`src/udp_tx_pkg.sv`:
```
// constants for an untagged Ethernet II / IPv4 / UDP frame, no IP options, UDP checksum left at zero
package udp_tx_pkg;

    // byte counts of the frame sections
    localparam int PREAMBLE_LEN = 8;
    localparam int MAC_HDR_LEN  = 14;
    localparam int IP_HDR_LEN   = 20;
    localparam int UDP_HDR_LEN  = 8;
    localparam int HDR_LEN      = MAC_HDR_LEN + IP_HDR_LEN + UDP_HDR_LEN;
    localparam int FCS_LEN      = 4;

    // 46 byte minimum MAC data field less the IP and UDP headers
    localparam int MIN_PAYLOAD  = 46 - IP_HDR_LEN - UDP_HDR_LEN;

    // payload length and byte index width
    localparam int LEN_W        = 16;
    localparam int MAX_PAYLOAD  = 1472;

    // fixed bytes
    localparam logic [7:0]  PREAMBLE_BYTE = 8'h55;
    localparam logic [7:0]  SFD_BYTE      = 8'hD5;
    localparam logic [15:0] ETH_TYPE_IPV4 = 16'h0800;

    // ipv4 fields, tos, id and fragment are zero
    localparam logic [7:0]  IP_VER_IHL    = 8'h45;
    localparam logic [7:0]  IP_TTL        = 8'd64;
    localparam logic [7:0]  IP_PROTO_UDP  = 8'd17;

    // ethernet crc-32, lsb-first form
    localparam logic [31:0] CRC_POLY_REFL = 32'hEDB8_8320;
    localparam logic [31:0] CRC_INIT      = 32'hFFFF_FFFF;

    typedef enum logic [2:0] {
        PH_IDLE,
        PH_PREAMBLE,
        PH_HEADER,
        PH_PAYLOAD,
        PH_PAD,
        PH_FCS
    } tx_phase_t;

endpackage
```
`src/udp_tx_top.sv`:
```
// no back-pressure: a payload byte must be on i_payload every cycle that o_payload_req is high
`timescale 1ns/1ps

module udp_tx_top (
    input  logic                            clk,
    input  logic                            rst_n,
    input  logic                            i_start,
    input  logic [47:0]                     i_mac_dst,
    input  logic [47:0]                     i_mac_src,
    input  logic [31:0]                     i_ip_src,
    input  logic [31:0]                     i_ip_dst,
    input  logic [15:0]                     i_udp_src_port,
    input  logic [15:0]                     i_udp_dst_port,
    input  logic [udp_tx_pkg::LEN_W-1:0]    i_payload_len,
    input  logic [7:0]                      i_payload,
    output logic                            o_payload_req,
    output logic                            o_tx_done,
    output logic                            o_busy,
    output logic                            o_gmii_tx_en,
    output logic [7:0]                      o_gmii_txd
);

    udp_tx_pkg::tx_phase_t          phase;
    logic [udp_tx_pkg::LEN_W-1:0]   index;
    logic                           start_accept;
    logic [7:0]                     hdr_byte;
    logic [15:0]                    ip_total_len;
    logic [31:0]                    ip_src;
    logic [31:0]                    ip_dst;
    logic [15:0]                    checksum;
    logic                           crc_init;
    logic                           crc_en;
    logic [7:0]                     crc_data;
    logic [31:0]                    crc;

    frame_ctrl u_frame_ctrl (
        .clk            (clk),
        .rst_n          (rst_n),
        .i_start        (i_start),
        .i_payload_len  (i_payload_len),
        .o_phase        (phase),
        .o_index        (index),
        .o_start_accept (start_accept),
        .o_payload_req  (o_payload_req),
        .o_tx_done      (o_tx_done),
        .o_busy         (o_busy)
    );

    header_gen u_header_gen (
        .clk            (clk),
        .rst_n          (rst_n),
        .i_start_accept (start_accept),
        .i_mac_dst      (i_mac_dst),
        .i_mac_src      (i_mac_src),
        .i_ip_src       (i_ip_src),
        .i_ip_dst       (i_ip_dst),
        .i_udp_src_port (i_udp_src_port),
        .i_udp_dst_port (i_udp_dst_port),
        .i_payload_len  (i_payload_len),
        .i_index        (index),
        .i_checksum     (checksum),
        .o_hdr_byte     (hdr_byte),
        .o_ip_total_len (ip_total_len),
        .o_ip_src       (ip_src),
        .o_ip_dst       (ip_dst)
    );

    ip_checksum u_ip_checksum (
        .clk            (clk),
        .rst_n          (rst_n),
        .i_start_accept (start_accept),
        .i_ip_total_len (ip_total_len),
        .i_ip_src       (ip_src),
        .i_ip_dst       (ip_dst),
        .o_checksum     (checksum)
    );

    gmii_tx_stage u_gmii_tx_stage (
        .clk            (clk),
        .rst_n          (rst_n),
        .i_phase        (phase),
        .i_index        (index),
        .i_hdr_byte     (hdr_byte),
        .i_payload      (i_payload),
        .i_crc          (crc),
        .o_crc_init     (crc_init),
        .o_crc_en       (crc_en),
        .o_crc_data     (crc_data),
        .o_gmii_txd     (o_gmii_txd),
        .o_gmii_tx_en   (o_gmii_tx_en)
    );

    crc32_d8 u_crc32_d8 (
        .clk            (clk),
        .rst_n          (rst_n),
        .i_init         (crc_init),
        .i_en           (crc_en),
        .i_data         (crc_data),
        .o_crc          (crc)
    );

endmodule

```
`src/gmii_tx_stage.sv`:
```
// payload byte is taken the cycle after its request; fcs goes out least significant byte first
`timescale 1ns/1ps

module gmii_tx_stage (
    input  logic                            clk,
    input  logic                            rst_n,
    input  udp_tx_pkg::tx_phase_t           i_phase,
    input  logic [udp_tx_pkg::LEN_W-1:0]    i_index,
    input  logic [7:0]                      i_hdr_byte,
    input  logic [7:0]                      i_payload,
    input  logic [31:0]                     i_crc,
    output logic                            o_crc_init,
    output logic                            o_crc_en,
    output logic [7:0]                      o_crc_data,
    output logic [7:0]                      o_gmii_txd,
    output logic                            o_gmii_tx_en
);

    logic [7:0] payload_q;
    logic [7:0] tx_byte;

    always_ff @(posedge clk) begin
        payload_q <= i_payload;
    end

    // pad and idle both send zero
    always_comb begin
        case (i_phase)
            udp_tx_pkg::PH_PREAMBLE: begin
                if (i_index == udp_tx_pkg::PREAMBLE_LEN - 1) begin
                    tx_byte = udp_tx_pkg::SFD_BYTE;
                end else begin
                    tx_byte = udp_tx_pkg::PREAMBLE_BYTE;
                end
            end
            udp_tx_pkg::PH_HEADER:  tx_byte = i_hdr_byte;
            udp_tx_pkg::PH_PAYLOAD: tx_byte = payload_q;
            udp_tx_pkg::PH_FCS:     tx_byte = i_crc[8*i_index[1:0] +: 8];
            default:                tx_byte = 8'h00;
        endcase
    end

    assign o_crc_init = (i_phase == udp_tx_pkg::PH_PREAMBLE);
    assign o_crc_en   = (i_phase == udp_tx_pkg::PH_HEADER) ||
                        (i_phase == udp_tx_pkg::PH_PAYLOAD) ||
                        (i_phase == udp_tx_pkg::PH_PAD);
    assign o_crc_data = tx_byte;

    always_ff @(posedge clk or negedge rst_n) begin
        if (!rst_n) begin
            o_gmii_txd   <= 8'h00;
            o_gmii_tx_en <= 1'b0;
        end else begin
            o_gmii_txd   <= tx_byte;
            o_gmii_tx_en <= (i_phase != udp_tx_pkg::PH_IDLE);
        end
    end

endmodule

```
`src/frame_ctrl.sv`:
```
// start is a one-cycle pulse and is dropped while busy; payload length must not exceed 1472
`timescale 1ns/1ps

module frame_ctrl (
    input  logic                            clk,
    input  logic                            rst_n,
    input  logic                            i_start,
    input  logic [udp_tx_pkg::LEN_W-1:0]    i_payload_len,
    output udp_tx_pkg::tx_phase_t           o_phase,
    output logic [udp_tx_pkg::LEN_W-1:0]    o_index,
    output logic                            o_start_accept,
    output logic                            o_payload_req,
    output logic                            o_tx_done,
    output logic                            o_busy
);

    logic [udp_tx_pkg::LEN_W-1:0] len_q;
    logic [udp_tx_pkg::LEN_W-1:0] index_d;
    udp_tx_pkg::tx_phase_t        phase_d;
    logic                         last_byte;

    assign o_start_accept = i_start && !o_busy;

    // last index of the current phase
    always_comb begin
        case (o_phase)
            udp_tx_pkg::PH_PREAMBLE: last_byte = (o_index == udp_tx_pkg::PREAMBLE_LEN - 1);
            udp_tx_pkg::PH_HEADER:   last_byte = (o_index == udp_tx_pkg::HDR_LEN - 1);
            udp_tx_pkg::PH_PAYLOAD:  last_byte = (o_index == len_q - 1'b1);
            udp_tx_pkg::PH_PAD:      last_byte = (o_index + len_q == udp_tx_pkg::MIN_PAYLOAD - 1);
            udp_tx_pkg::PH_FCS:      last_byte = (o_index == udp_tx_pkg::FCS_LEN - 1);
            default:                 last_byte = 1'b0;
        endcase
    end

    always_comb begin
        phase_d = o_phase;
        index_d = o_index + 1'b1;
        if (o_phase == udp_tx_pkg::PH_IDLE) begin
            index_d = '0;
            if (o_start_accept) begin
                phase_d = udp_tx_pkg::PH_PREAMBLE;
            end
        end else if (last_byte) begin
            index_d = '0;
            case (o_phase)
                udp_tx_pkg::PH_PREAMBLE: phase_d = udp_tx_pkg::PH_HEADER;
                udp_tx_pkg::PH_HEADER: begin
                    // empty payload goes straight to padding
                    if (len_q == '0) begin
                        phase_d = udp_tx_pkg::PH_PAD;
                    end else begin
                        phase_d = udp_tx_pkg::PH_PAYLOAD;
                    end
                end
                udp_tx_pkg::PH_PAYLOAD: begin
                    if (len_q < udp_tx_pkg::MIN_PAYLOAD) begin
                        phase_d = udp_tx_pkg::PH_PAD;
                    end else begin
                        phase_d = udp_tx_pkg::PH_FCS;
                    end
                end
                udp_tx_pkg::PH_PAD: phase_d = udp_tx_pkg::PH_FCS;
                default:            phase_d = udp_tx_pkg::PH_IDLE;
            endcase
        end
    end

    // request runs one cycle ahead of the payload phase
    // so the sampled byte is ready when its phase slot comes up
    assign o_payload_req = (o_phase == udp_tx_pkg::PH_HEADER && last_byte && len_q != '0) ||
                           (o_phase == udp_tx_pkg::PH_PAYLOAD && !last_byte);

    always_ff @(posedge clk or negedge rst_n) begin
        if (!rst_n) begin
            o_phase   <= udp_tx_pkg::PH_IDLE;
            o_index   <= '0;
            o_tx_done <= 1'b0;
            o_busy    <= 1'b0;
        end else begin
            o_phase   <= phase_d;
            o_index   <= index_d;
            // lines up with the last fcs byte on gmii
            o_tx_done <= (o_phase == udp_tx_pkg::PH_FCS) && last_byte;
            if (o_start_accept) begin
                o_busy <= 1'b1;
            end else if (o_tx_done) begin
                o_busy <= 1'b0;
            end
        end
    end

    always_ff @(posedge clk) begin
        if (o_start_accept) begin
            len_q <= i_payload_len;
        end
    end

endmodule

```
`src/header_gen.sv`:
```
// fields are held from the accepted start until the next one; header byte is valid for index 0..41 only
`timescale 1ns/1ps

module header_gen (
    input  logic                            clk,
    input  logic                            rst_n,
    input  logic                            i_start_accept,
    input  logic [47:0]                     i_mac_dst,
    input  logic [47:0]                     i_mac_src,
    input  logic [31:0]                     i_ip_src,
    input  logic [31:0]                     i_ip_dst,
    input  logic [15:0]                     i_udp_src_port,
    input  logic [15:0]                     i_udp_dst_port,
    input  logic [udp_tx_pkg::LEN_W-1:0]    i_payload_len,
    input  logic [udp_tx_pkg::LEN_W-1:0]    i_index,
    input  logic [15:0]                     i_checksum,
    output logic [7:0]                      o_hdr_byte,
    output logic [15:0]                     o_ip_total_len,
    output logic [31:0]                     o_ip_src,
    output logic [31:0]                     o_ip_dst
);

    logic [47:0] mac_dst_q;
    logic [47:0] mac_src_q;
    logic [15:0] src_port_q;
    logic [15:0] dst_port_q;
    logic [15:0] udp_len_q;
    logic [8*udp_tx_pkg::HDR_LEN-1:0] hdr_flat;

    always_ff @(posedge clk or negedge rst_n) begin
        if (!rst_n) begin
            mac_dst_q      <= '0;
            mac_src_q      <= '0;
            o_ip_src       <= '0;
            o_ip_dst       <= '0;
            src_port_q     <= '0;
            dst_port_q     <= '0;
            o_ip_total_len <= '0;
            udp_len_q      <= '0;
        end else if (i_start_accept) begin
            mac_dst_q      <= i_mac_dst;
            mac_src_q      <= i_mac_src;
            o_ip_src       <= i_ip_src;
            o_ip_dst       <= i_ip_dst;
            src_port_q     <= i_udp_src_port;
            dst_port_q     <= i_udp_dst_port;
            o_ip_total_len <= i_payload_len +
                              16'(udp_tx_pkg::IP_HDR_LEN + udp_tx_pkg::UDP_HDR_LEN);
            udp_len_q      <= i_payload_len + 16'(udp_tx_pkg::UDP_HDR_LEN);
        end
    end

    // whole header in network order, first byte at the top
    assign hdr_flat = {
        mac_dst_q, mac_src_q, udp_tx_pkg::ETH_TYPE_IPV4,
        udp_tx_pkg::IP_VER_IHL, 8'h00, o_ip_total_len,
        16'h0000, 16'h0000,
        udp_tx_pkg::IP_TTL, udp_tx_pkg::IP_PROTO_UDP, i_checksum,
        o_ip_src, o_ip_dst,
        src_port_q, dst_port_q, udp_len_q, 16'h0000
    };

    always_comb begin
        if (i_index < udp_tx_pkg::HDR_LEN) begin
            o_hdr_byte = hdr_flat[8*(udp_tx_pkg::HDR_LEN - 1 - i_index) +: 8];
        end else begin
            o_hdr_byte = 8'h00;
        end
    end

endmodule

```
`src/ip_checksum.sv`:
```
// sum starts one cycle after the strobe, when the captured fields are stable; result valid 11 cycles on
`timescale 1ns/1ps

module ip_checksum (
    input  logic        clk,
    input  logic        rst_n,
    input  logic        i_start_accept,
    input  logic [15:0] i_ip_total_len,
    input  logic [31:0] i_ip_src,
    input  logic [31:0] i_ip_dst,
    output logic [15:0] o_checksum
);

    logic        active;
    logic [3:0]  word_cnt;
    logic [19:0] sum;
    logic [15:0] word;
    logic [16:0] fold1;
    logic [15:0] fold2;

    // header words in order, checksum field counted as zero
    always_comb begin
        case (word_cnt)
            4'd0:    word = {udp_tx_pkg::IP_VER_IHL, 8'h00};
            4'd1:    word = i_ip_total_len;
            4'd4:    word = {udp_tx_pkg::IP_TTL, udp_tx_pkg::IP_PROTO_UDP};
            4'd6:    word = i_ip_src[31:16];
            4'd7:    word = i_ip_src[15:0];
            4'd8:    word = i_ip_dst[31:16];
            4'd9:    word = i_ip_dst[15:0];
            default: word = 16'h0000;
        endcase
    end

    always_ff @(posedge clk or negedge rst_n) begin
        if (!rst_n) begin
            active   <= 1'b0;
            word_cnt <= '0;
            sum      <= '0;
        end else if (i_start_accept) begin
            active   <= 1'b1;
            word_cnt <= '0;
            sum      <= '0;
        end else if (active) begin
            sum      <= sum + {4'h0, word};
            word_cnt <= word_cnt + 1'b1;
            if (word_cnt == udp_tx_pkg::IP_HDR_LEN / 2 - 1) begin
                active <= 1'b0;
            end
        end
    end

    // two folds cover the worst case carry
    assign fold1      = {1'b0, sum[15:0]} + {13'h0, sum[19:16]};
    assign fold2      = fold1[15:0] + {15'h0, fold1[16]};
    assign o_checksum = ~fold2;

endmodule

```
`src/crc32_d8.sv`:
```
// lsb-first ethernet crc-32 over one byte per enabled clock; init wins over enable
`timescale 1ns/1ps

module crc32_d8 (
    input  logic        clk,
    input  logic        rst_n,
    input  logic        i_init,
    input  logic        i_en,
    input  logic [7:0]  i_data,
    output logic [31:0] o_crc
);

    logic [31:0] crc_q;

    function automatic logic [31:0] crc_step(input logic [31:0] crc, input logic [7:0] data);
        logic [31:0] c;
        c = crc ^ {24'h0, data};
        for (int i = 0; i < 8; i++) begin
            if (c[0]) begin
                c = (c >> 1) ^ udp_tx_pkg::CRC_POLY_REFL;
            end else begin
                c = c >> 1;
            end
        end
        return c;
    endfunction

    always_ff @(posedge clk or negedge rst_n) begin
        if (!rst_n) begin
            crc_q <= udp_tx_pkg::CRC_INIT;
        end else if (i_init) begin
            crc_q <= udp_tx_pkg::CRC_INIT;
        end else if (i_en) begin
            crc_q <= crc_step(crc_q, i_data);
        end
    end

    // fcs is the inverted register
    assign o_crc = ~crc_q;

endmodule

```
`config.mk`:
```
export PLATFORM = sky130hd
export DESIGN_NAME = udp_tx_top
export DESIGN_NICKNAME = d
export VERILOG_FILES = /design/src/udp_tx_pkg.sv /design/src/udp_tx_top.sv /design/src/gmii_tx_stage.sv /design/src/frame_ctrl.sv /design/src/header_gen.sv /design/src/ip_checksum.sv /design/src/crc32_d8.sv
export SDC_FILE = /design/constraint.sdc
export NUM_CORES = 1
export LEC_CHECK = 0
export BUFFER_PORTS_ARGS = -buffer_cell sky130_fd_sc_hd__buf_4
export CAP_MARGIN = 20
export CORE_MARGIN = 3
export CORE_UTILIZATION = 55
export CTS_CLUSTER_DIAMETER = 50
export DETAILED_ROUTE_END_ITERATION = 8
export PLACE_DENSITY = 0.84
export SLEW_MARGIN = 0
export SYNTH_ARGS = -nofsm -noshare
export SYNTH_HDL_FRONTEND = slang
export SYNTH_SLANG_ARGS = --single-unit
```
`constraint.sdc`:
```
create_clock -name clk -period 5.1 [get_ports clk]
set_input_delay 0 -clock clk [delete_from_list [all_inputs] [get_ports clk]]
set_output_delay 0 -clock clk [all_outputs]
set_load 0.005 [all_outputs]
```
-- After elaboration in Yosys (flattened, before gate mapping)
Index checks and enable logic that the tools add are counted.
- output and inout bits: 12
- register bits after elaboration: 335
- multiplexer cells: 46
- equality and inequality tests: 17
- magnitude comparators: 2
- add/subtract/negate cells: 10
- bitwise operators: 11
- reduce and logical (&&, ||, !) cells: 20
- shifts and indexed selects: 2
- operators with widths (kind ; number):
    $mux W32 ; 24
    $shiftx A336 B33 Y8 ; 1
    $not A13 Y14 ; 8
    $pmux W16 S7 ; 1
    $mux W20 ; 2
    $eq A32 B5 Y1 const B ; 1
    $mux W16 ; 2
    $not A32 Y32 ; 1
    $pmux W8 S4 ; 1
    $shiftx A32 B6 Y8 ; 1
    $xor A32 B8 Y32 ; 1
    $add A20 B16 Y20 ; 1
    $add A16 B16 Y17 ; 1
    $add A16 B4 Y17 ; 1
    $sub A6 B16 Y17 const A ; 1
    $add A16 B1 Y16 ; 1
    $add A16 B1 Y16 const B ; 1
    $add A16 B4 Y16 const B ; 1
    $add A16 B5 Y16 const B ; 1
    $eq A16 B16 Y1 ; 1
    $eq A16 B2 Y1 const B ; 1
    $eq A16 B3 Y1 const B ; 1
    $eq A16 B6 Y1 const B ; 1
    $logic_not A16 Y1 ; 1
    27 further kinds ; 52

-- Depth between registers and ports, before layout
- depth in word-level cells: 39
- mapped depth: 23
- gate-level depth less buffers: 21

-- Hierarchy
Synthesis repeated with hierarchy kept, for this count alone.
- cell total of the unflattened synthesis: 1923
- area, all modules: 21070.2 µm²
- modules (own cells, without submodules) (module ; instances ; area each (µm²) ; cells an instance ; sequential area each (µm²)):
    header_gen ; 1 ; 11237.0 ; 846 ; 5555.3
    frame_ctrl ; 1 ; 3468.3 ; 402 ; 1006.0
    ip_checksum ; 1 ; 3216.8 ; 403 ; 625.6
    crc32_d8 ; 1 ; 2260.9 ; 203 ; 840.8
    gmii_tx_stage ; 1 ; 887.1 ; 69 ; 385.4

-- Least setup slack after synthesis
Ideal clock, no wire load.
- kind: reg-to-reg
- from: register u_frame_ctrl.o_index[1] (netlist name)
- to: register u_crc32_d8.crc_q[20]
- stages on the path, launching flop included: 20
- buffers on the path: 4
- required time: 5.007 ns
- arrival: 4.420 ns
- period minus slack after synthesis: 4.513 ns
- slack: 0.587 ns
- setup time: 0.093 ns
- cells stage by stage: dfrtp_1 buf_4 inv_1 clkbuf_1 ha_1 clkbuf_1 or2_2 clkbuf_1 a21oi_1 o21ai_1 nor3_1 or4b_1 a41oi_1 a22o_4 xor2_4 xnor2_1 xor2_1 xnor2_2 xnor2_1 a21oi_1
- RTL lines (item ; RTL line ; source):
    start, declared ; frame_ctrl.sv:10 ; output logic [udp_tx_pkg::LEN_W-1:0] o_index,
    start signal, assigned ; frame_ctrl.sv:82 ; o_index <= index_d;
    $sub A6 B16 Y17 ; header_gen.sv:65 ; o_hdr_byte = hdr_flat[8*(udp_tx_pkg::HDR_LEN - 1 - i_index) +: 8];
    $shiftx A336 B33 Y8 ; header_gen.sv:65 ;
    $mux W8 ; header_gen.sv:64 ; if (i_index < udp_tx_pkg::HDR_LEN) begin
    $pmux W8 S4 * ; gmii_tx_stage.sv:28 ; case (i_phase)
    named net crc_data[3] ; udp_tx_top.sv:33 ; logic [7:0] crc_data;
    $xor A32 B8 Y32 * ; crc32_d8.sv:17 ; c = crc ^ {24'h0, data};
    $mux W32 * ; crc32_d8.sv:19 ; if (c[0]) begin
    $mux W32 * ; crc32_d8.sv:33 ; end else if (i_en) begin
    (+17 left out) ; -- ;
    $not A13 Y14 (no source line) ; -- ;
    $mux W32 * ; crc32_d8.sv:19 ;
    $mux W32 * ; crc32_d8.sv:33 ;
    $mux W32 * ; crc32_d8.sv:31 ; end else if (i_init) begin
    $not A13 Y14 (no source line) ; -- ;
    $mux W32 * ; crc32_d8.sv:19 ;
    $mux W32 * ; crc32_d8.sv:33 ;
    $mux W32 * ; crc32_d8.sv:31 ;
    end signal, assigned ; crc32_d8.sv:30 ; crc_q <= udp_tx_pkg::CRC_INIT;
    end signal, assigned ; crc32_d8.sv:32 ; crc_q <= udp_tx_pkg::CRC_INIT;
    end signal, assigned ; crc32_d8.sv:34 ; crc_q <= crc_step(crc_q, i_data);
    end, declared ; crc32_d8.sv:13 ; logic [31:0] crc_q;
The timed path passes the listed nets; every way through them passes the cells marked *. The select of a mux whose other input is x is not followed.
A chain may end at the register's enable or synchronous reset.

-- Worst setup path after layout
- from: register u_ip_checksum.sum[16]
- to: register u_crc32_d8.crc_q[23]
- cells in the longest elaborated chain, start to end: 36
- ends and longest elaborated chain (item ; RTL line ; source):
    start, declared ; ip_checksum.sv:16 ; logic [19:0] sum;
    start signal, assigned ; ip_checksum.sv:45 ; sum <= sum + {4'h0, word};
    $add A16 B4 Y17 * ; ip_checksum.sv:54 ; assign fold1 = {1'b0, sum[15:0]} + {13'h0, sum[19:16]};
    $add A16 B1 Y16 * ; ip_checksum.sv:55 ; assign fold2 = fold1[15:0] + {15'h0, fold1[16]};
    $not A16 Y16 * ; ip_checksum.sv:56 ; assign o_checksum = ~fold2;
    $shiftx A336 B33 Y8 * ; header_gen.sv:65 ;
    $mux W8 * ; header_gen.sv:64 ;
    $pmux W8 S4 * ; gmii_tx_stage.sv:28 ;
    $xor A32 B8 Y32 * ; crc32_d8.sv:17 ;
    $mux W32 * ; crc32_d8.sv:19 ;
    (+20 left out) ; -- ;
    $not A13 Y14 (no source line) ; -- ;
    $mux W32 * ; crc32_d8.sv:19 ;
    $mux W32 * ; crc32_d8.sv:33 ;
    $mux W32 * ; crc32_d8.sv:31 ;
    $not A13 Y14 (no source line) ; -- ;
    $mux W32 * ; crc32_d8.sv:19 ;
    $mux W32 * ; crc32_d8.sv:33 ;
    $mux W32 * ; crc32_d8.sv:31 ;
Every way passes the cells marked *; elsewhere a longest branch is shown, timed or not. The select of a mux whose other input is x is not followed.

==> flow_summary_export.csv <==
group,metric,value,unit
worst_setup_path,timing_worst_setup_path_type,"reg -> reg",
synth,largest_area_contributor_in_the_netlist,"sky130_fd_sc_hd__dfrtp_1",
worst_setup_path,timing.critical_path.from_type,"register",
placed_design,postPlaceCellArea,21990,sq um
synth,synth_fp_nets,2479,
synth,syn_inst,2207,
clock_tree,cts.root.buffer_cell,"sky130_fd_sc_hd__clkbuf_16",
clock_tree,tritoncts,"built",
timing,report.final.hold_viol_count,0,
timing,fin_crit,4.825,ns
hold_path,min-delay-path-class,"in -> async",
die,die_h,195.8,um
layout,final_layout_size_suffix_gt1_share,17.77,%
timing,worst_slew_pin_slew,1.086,ns
job,max-cap-violations,0,
route,routed-via-count,19030,
pwr,worst_ir_drop_vdd,0.3206,mV
grt,grt_overflow_total,0,
route,detail-route-antenna-nets,0,
placed_design,finalWeightedCongestion,1.002,
die,core_area,35050,sq um
synth,yosysMostFrequentCell,"sky130_fd_sc_hd__nand2_1",
route,dr.first_iter.drc_count,1997,
timing,timing.slew.headroom,27.60,%
timing,fin_worst_skew,0.02501,ns
route,drt-total-wl,71.39,mm
die,floorplan.rows,68,
clock_tree,cts-buffers-inserted,40,
timing,fmaxAchievable,0.2072,GHz
clock_tree,clock_insertion_delay_worst_skew,0.57,ns
synth,synth_area_leaders,"sky130_fd_sc_hd__dfrtp_1 (35%), sky130_fd_sc_hd__nand2_1 (13%), sky130_fd_sc_hd__mux4_2 (4.4%)",
timing,setup_violations,0,
grt,pin_count_of_the_biggest_net_entering_global_routing,130,
synth,ys_async_sr_fraction,92.79,%
grt,global_route.usage.total,36.75,%
worst_setup_path,crit_path_max_fanout,6,
synth,synthDistinctLibCells,96,
timing,fin_hold_ws,0.04350,ns
layout,finish.net_count,2899,
clock_tree,cts_num_sinks,333,
placed_design,detailedPlace.worstSlack,0.02971,ns
pwr,power.density,233.1,nW/um^2
layout,finish.instance_area,25630,sq um
route,routed_wire_length_per_instance,22.92,um
pwr,leakagePower,12.36,nW
die,die-width,195.8,um
clock_tree,cts_htree_levels,2,
synth,synth_top_flop_cell,"sky130_fd_sc_hd__dfrtp_1",
synth,synth_sequential_area_ratio,42.45,%
grt,grt_antenna_before_repair,4,
outcome,outcome,"finished clean",
layout,flow.area_growth_from_synthesis,29.33,%
placed_design,numPortBuffers,230,
worst_setup_path,critical_path_arrival,5.30,ns
synth,synth.yosys.warnings,0,
placed_design,hpwlAfterDp,44.66,mm
pwr,power.total,5.975,mW
worst_setup_path,critical_path_required,5.57,ns
route,pre_repair_dr_iteration_count,9,
synth,synth_enable_flop_cells,16,
timing,maxSlewViolCount,0,
route,drc_errors,0,
synth,synth.top_cell.area_share,34.98,%
route,number_of_vias_per_cell,6.112,
timing,final.period_utilization,94.61,%
worst_setup_path,critPathCaptureType,"register",
synth,post_synthesis_average_cell_area,8.980,sq um
synth,synthesis.area,19820,sq um
die,initial_core_util,56.54,%
die,ioPinCount,231,
clock_tree,cts_buffer_depth,3,
die,die_area,38350,sq um
synth,post_synth_most_frequent_cells,"sky130_fd_sc_hd__nand2_1 (697), sky130_fd_sc_hd__dfrtp_1 (277), sky130_fd_sc_hd__nor2_1 (156)",
timing,final_critical_path_setup_slack,0.2749,ns
grt,grt_pass1_vias,19500,
synth,ys_seq_elements,333,
grt,grt_pass1_wl,110.6,mm
clock_tree,clk_pin_slew_worst_paths,0.06,ns
[layout by cell type, fill, tap and decap left out, types with 9 or more instances in the layout]
cell / Yosys / layout
sky130_fd_sc_hd__nor2b_1: 13 / 13
sky130_fd_sc_hd__dfstp_2: 32 / 32
sky130_fd_sc_hd__ha_1: 50 / 50
sky130_fd_sc_hd__and3_1: 16 / 16
sky130_fd_sc_hd__dlygate4sd3_1: 0 / 217
sky130_fd_sc_hd__o22ai_1: 10 / 10
sky130_fd_sc_hd__a31oi_1: 10 / 10
sky130_fd_sc_hd__nor2_1: 156 / 155
sky130_fd_sc_hd__a21oi_1: 91 / 90
sky130_fd_sc_hd__xor2_1: 68 / 67
sky130_fd_sc_hd__a222oi_1: 13 / 13
sky130_fd_sc_hd__mux4_1: 9 / 9
sky130_fd_sc_hd__inv_1: 37 / 37
sky130_fd_sc_hd__nor3_1: 36 / 36
sky130_fd_sc_hd__o21ai_0: 84 / 83
sky130_fd_sc_hd__nor4_1: 12 / 12
sky130_fd_sc_hd__a22oi_1: 24 / 24
sky130_fd_sc_hd__nand2b_1: 15 / 15
sky130_fd_sc_hd__nand3_1: 36 / 36
sky130_fd_sc_hd__edfxtp_1: 16 / 16
sky130_fd_sc_hd__buf_4: 7 / 276
sky130_fd_sc_hd__dfrtp_1: 277 / 275
sky130_fd_sc_hd__mux4_2: 39 / 39
sky130_fd_sc_hd__nand4_1: 14 / 14
sky130_fd_sc_hd__xnor2_1: 97 / 97
sky130_fd_sc_hd__clkbuf_16: 0 / 40
sky130_fd_sc_hd__mux2i_1: 46 / 46
sky130_fd_sc_hd__nand2_1: 697 / 696
[path summary, 6_finish.rpt]
path,cells after the start,start,end,slack [ns]
hold reg to reg,2,u_header_gen.mac_src_q[2],u_header_gen.mac_src_q[2],0.47
setup / recovery,20,u_ip_checksum.sum[16],u_crc32_d8.crc_q[23],0.27
hold / removal,2,rst_n,u_frame_ctrl.o_tx_done,0.04
setup reg to reg,20,u_ip_checksum.sum[16],u_crc32_d8.crc_q[23],0.27
min in group clk,2,i_payload[3],u_gmii_tx_stage.payload_q[3],0.09
max in group asynchronous,3,rst_n,u_header_gen.mac_src_q[32],3.91
[area by class of cell]
type	count	area, sq um
diodes	3	7.507
clock buffers	50	1079
clock inverters	21	264.0
fillers	2350	9424
inverters	38	147.6
multi-input cells	1713	10740
flip-flops and latches	333	8418
well taps	455	569.3
repair buffers	501	4407
[state kept, by name (all words and copies together), names as in the netlist, 8 cells and up]
register and count:
u_header_gen.mac_dst_q 48, u_header_gen.mac_src_q 48, u_crc32_d8.crc_q 32, u_header_gen.o_ip_dst 32, u_header_gen.o_ip_src 32, u_ip_checksum.sum 20
u_frame_ctrl.len_q 16, u_frame_ctrl.o_index 16, u_header_gen.dst_port_q 16, u_header_gen.src_port_q 16, u_header_gen.udp_len_q 16, u_header_gen.o_ip_total_len 14
u_gmii_tx_stage.o_gmii_txd 8, u_gmii_tx_stage.payload_q 8
[power breakdown]
part | total (mW) | leakage [nW] | internal, mW | switching (mW)
clock | 2.94 | 0.648 | 1.73 | 1.21
sequential | 2.67 | 4.36 | 2.66 | 0.00196
combinational | 0.374 | 7.34 | 0.229 | 0.144
[critical path, cell delays in order, from the launching register on]
cell	delay [ns]
sky130_fd_sc_hd__dfrtp_1	0.44
sky130_fd_sc_hd__ha_1	0.24
sky130_fd_sc_hd__fa_1	0.45
sky130_fd_sc_hd__a211oi_4	0.36
sky130_fd_sc_hd__nor2_2	0.12
sky130_fd_sc_hd__nand4_1	0.16
sky130_fd_sc_hd__nor2_1	0.07
sky130_fd_sc_hd__ha_1	0.23
sky130_fd_sc_hd__o2111ai_1	0.11
sky130_fd_sc_hd__nor4_2	0.08
sky130_fd_sc_hd__buf_4	0.17
sky130_fd_sc_hd__and4_1	0.22
sky130_fd_sc_hd__mux2i_1	0.23
sky130_fd_sc_hd__a2111oi_0	0.14
sky130_fd_sc_hd__a311oi_1	0.30
sky130_fd_sc_hd__o211ai_2	0.18
sky130_fd_sc_hd__xnor3_4	0.55
sky130_fd_sc_hd__xor2_4	0.20
sky130_fd_sc_hd__xnor2_2	0.24
sky130_fd_sc_hd__xnor2_1	0.16
sky130_fd_sc_hd__a21oi_1	0.09
[through the flow]
stage                      TNS [ns]  instances  util, %
after floorplan                   0       2207        -
after global placement            0       2813    62.66
after detailed placement          0       2814    62.74
after CTS                         0       3102    72.77
after global routing      -0.001711       3114    73.12
final                             0       3114    73.12
[cell families after synthesis]
| logic type | Yosys count | synth area share (%) |
|---|---|---|
| muxes | 99 | 8.233 |
| and+or+nand+nor | 1042 | 22.12 |
| adders and majority gates | 53 | 3.460 |
| DFF | 333 | 42.45 |
| AOI/OAI and AO/OA | 343 | 11.69 |
| xor gates and xnor gates | 176 | 8.454 |
| buffers and inverters | 161 | 3.586 |
[repair_timing]
item                                    4_1_cts  5_1_grt
endpoints found under the setup margin        1       19
pin swaps                                     0        8
endpoints found under the hold margin       347        0
gates resized for setup                       1        7
setup buffers                                 0        9
hold buffers                                217        0
[layer usage]
metal / vias to the layer above / wire length (um) / global-route usage, %
met3: 221 / 6781 / 8.089
met4: 2 / 3008 / 14.42
li1: 8420 / - / -
met2: 1179 / 33700 / 60.03
met5: - / 13 / 0
met1: 9212 / 27880 / 48.14
Note: power is estimated with default switching activity, not from simulation.
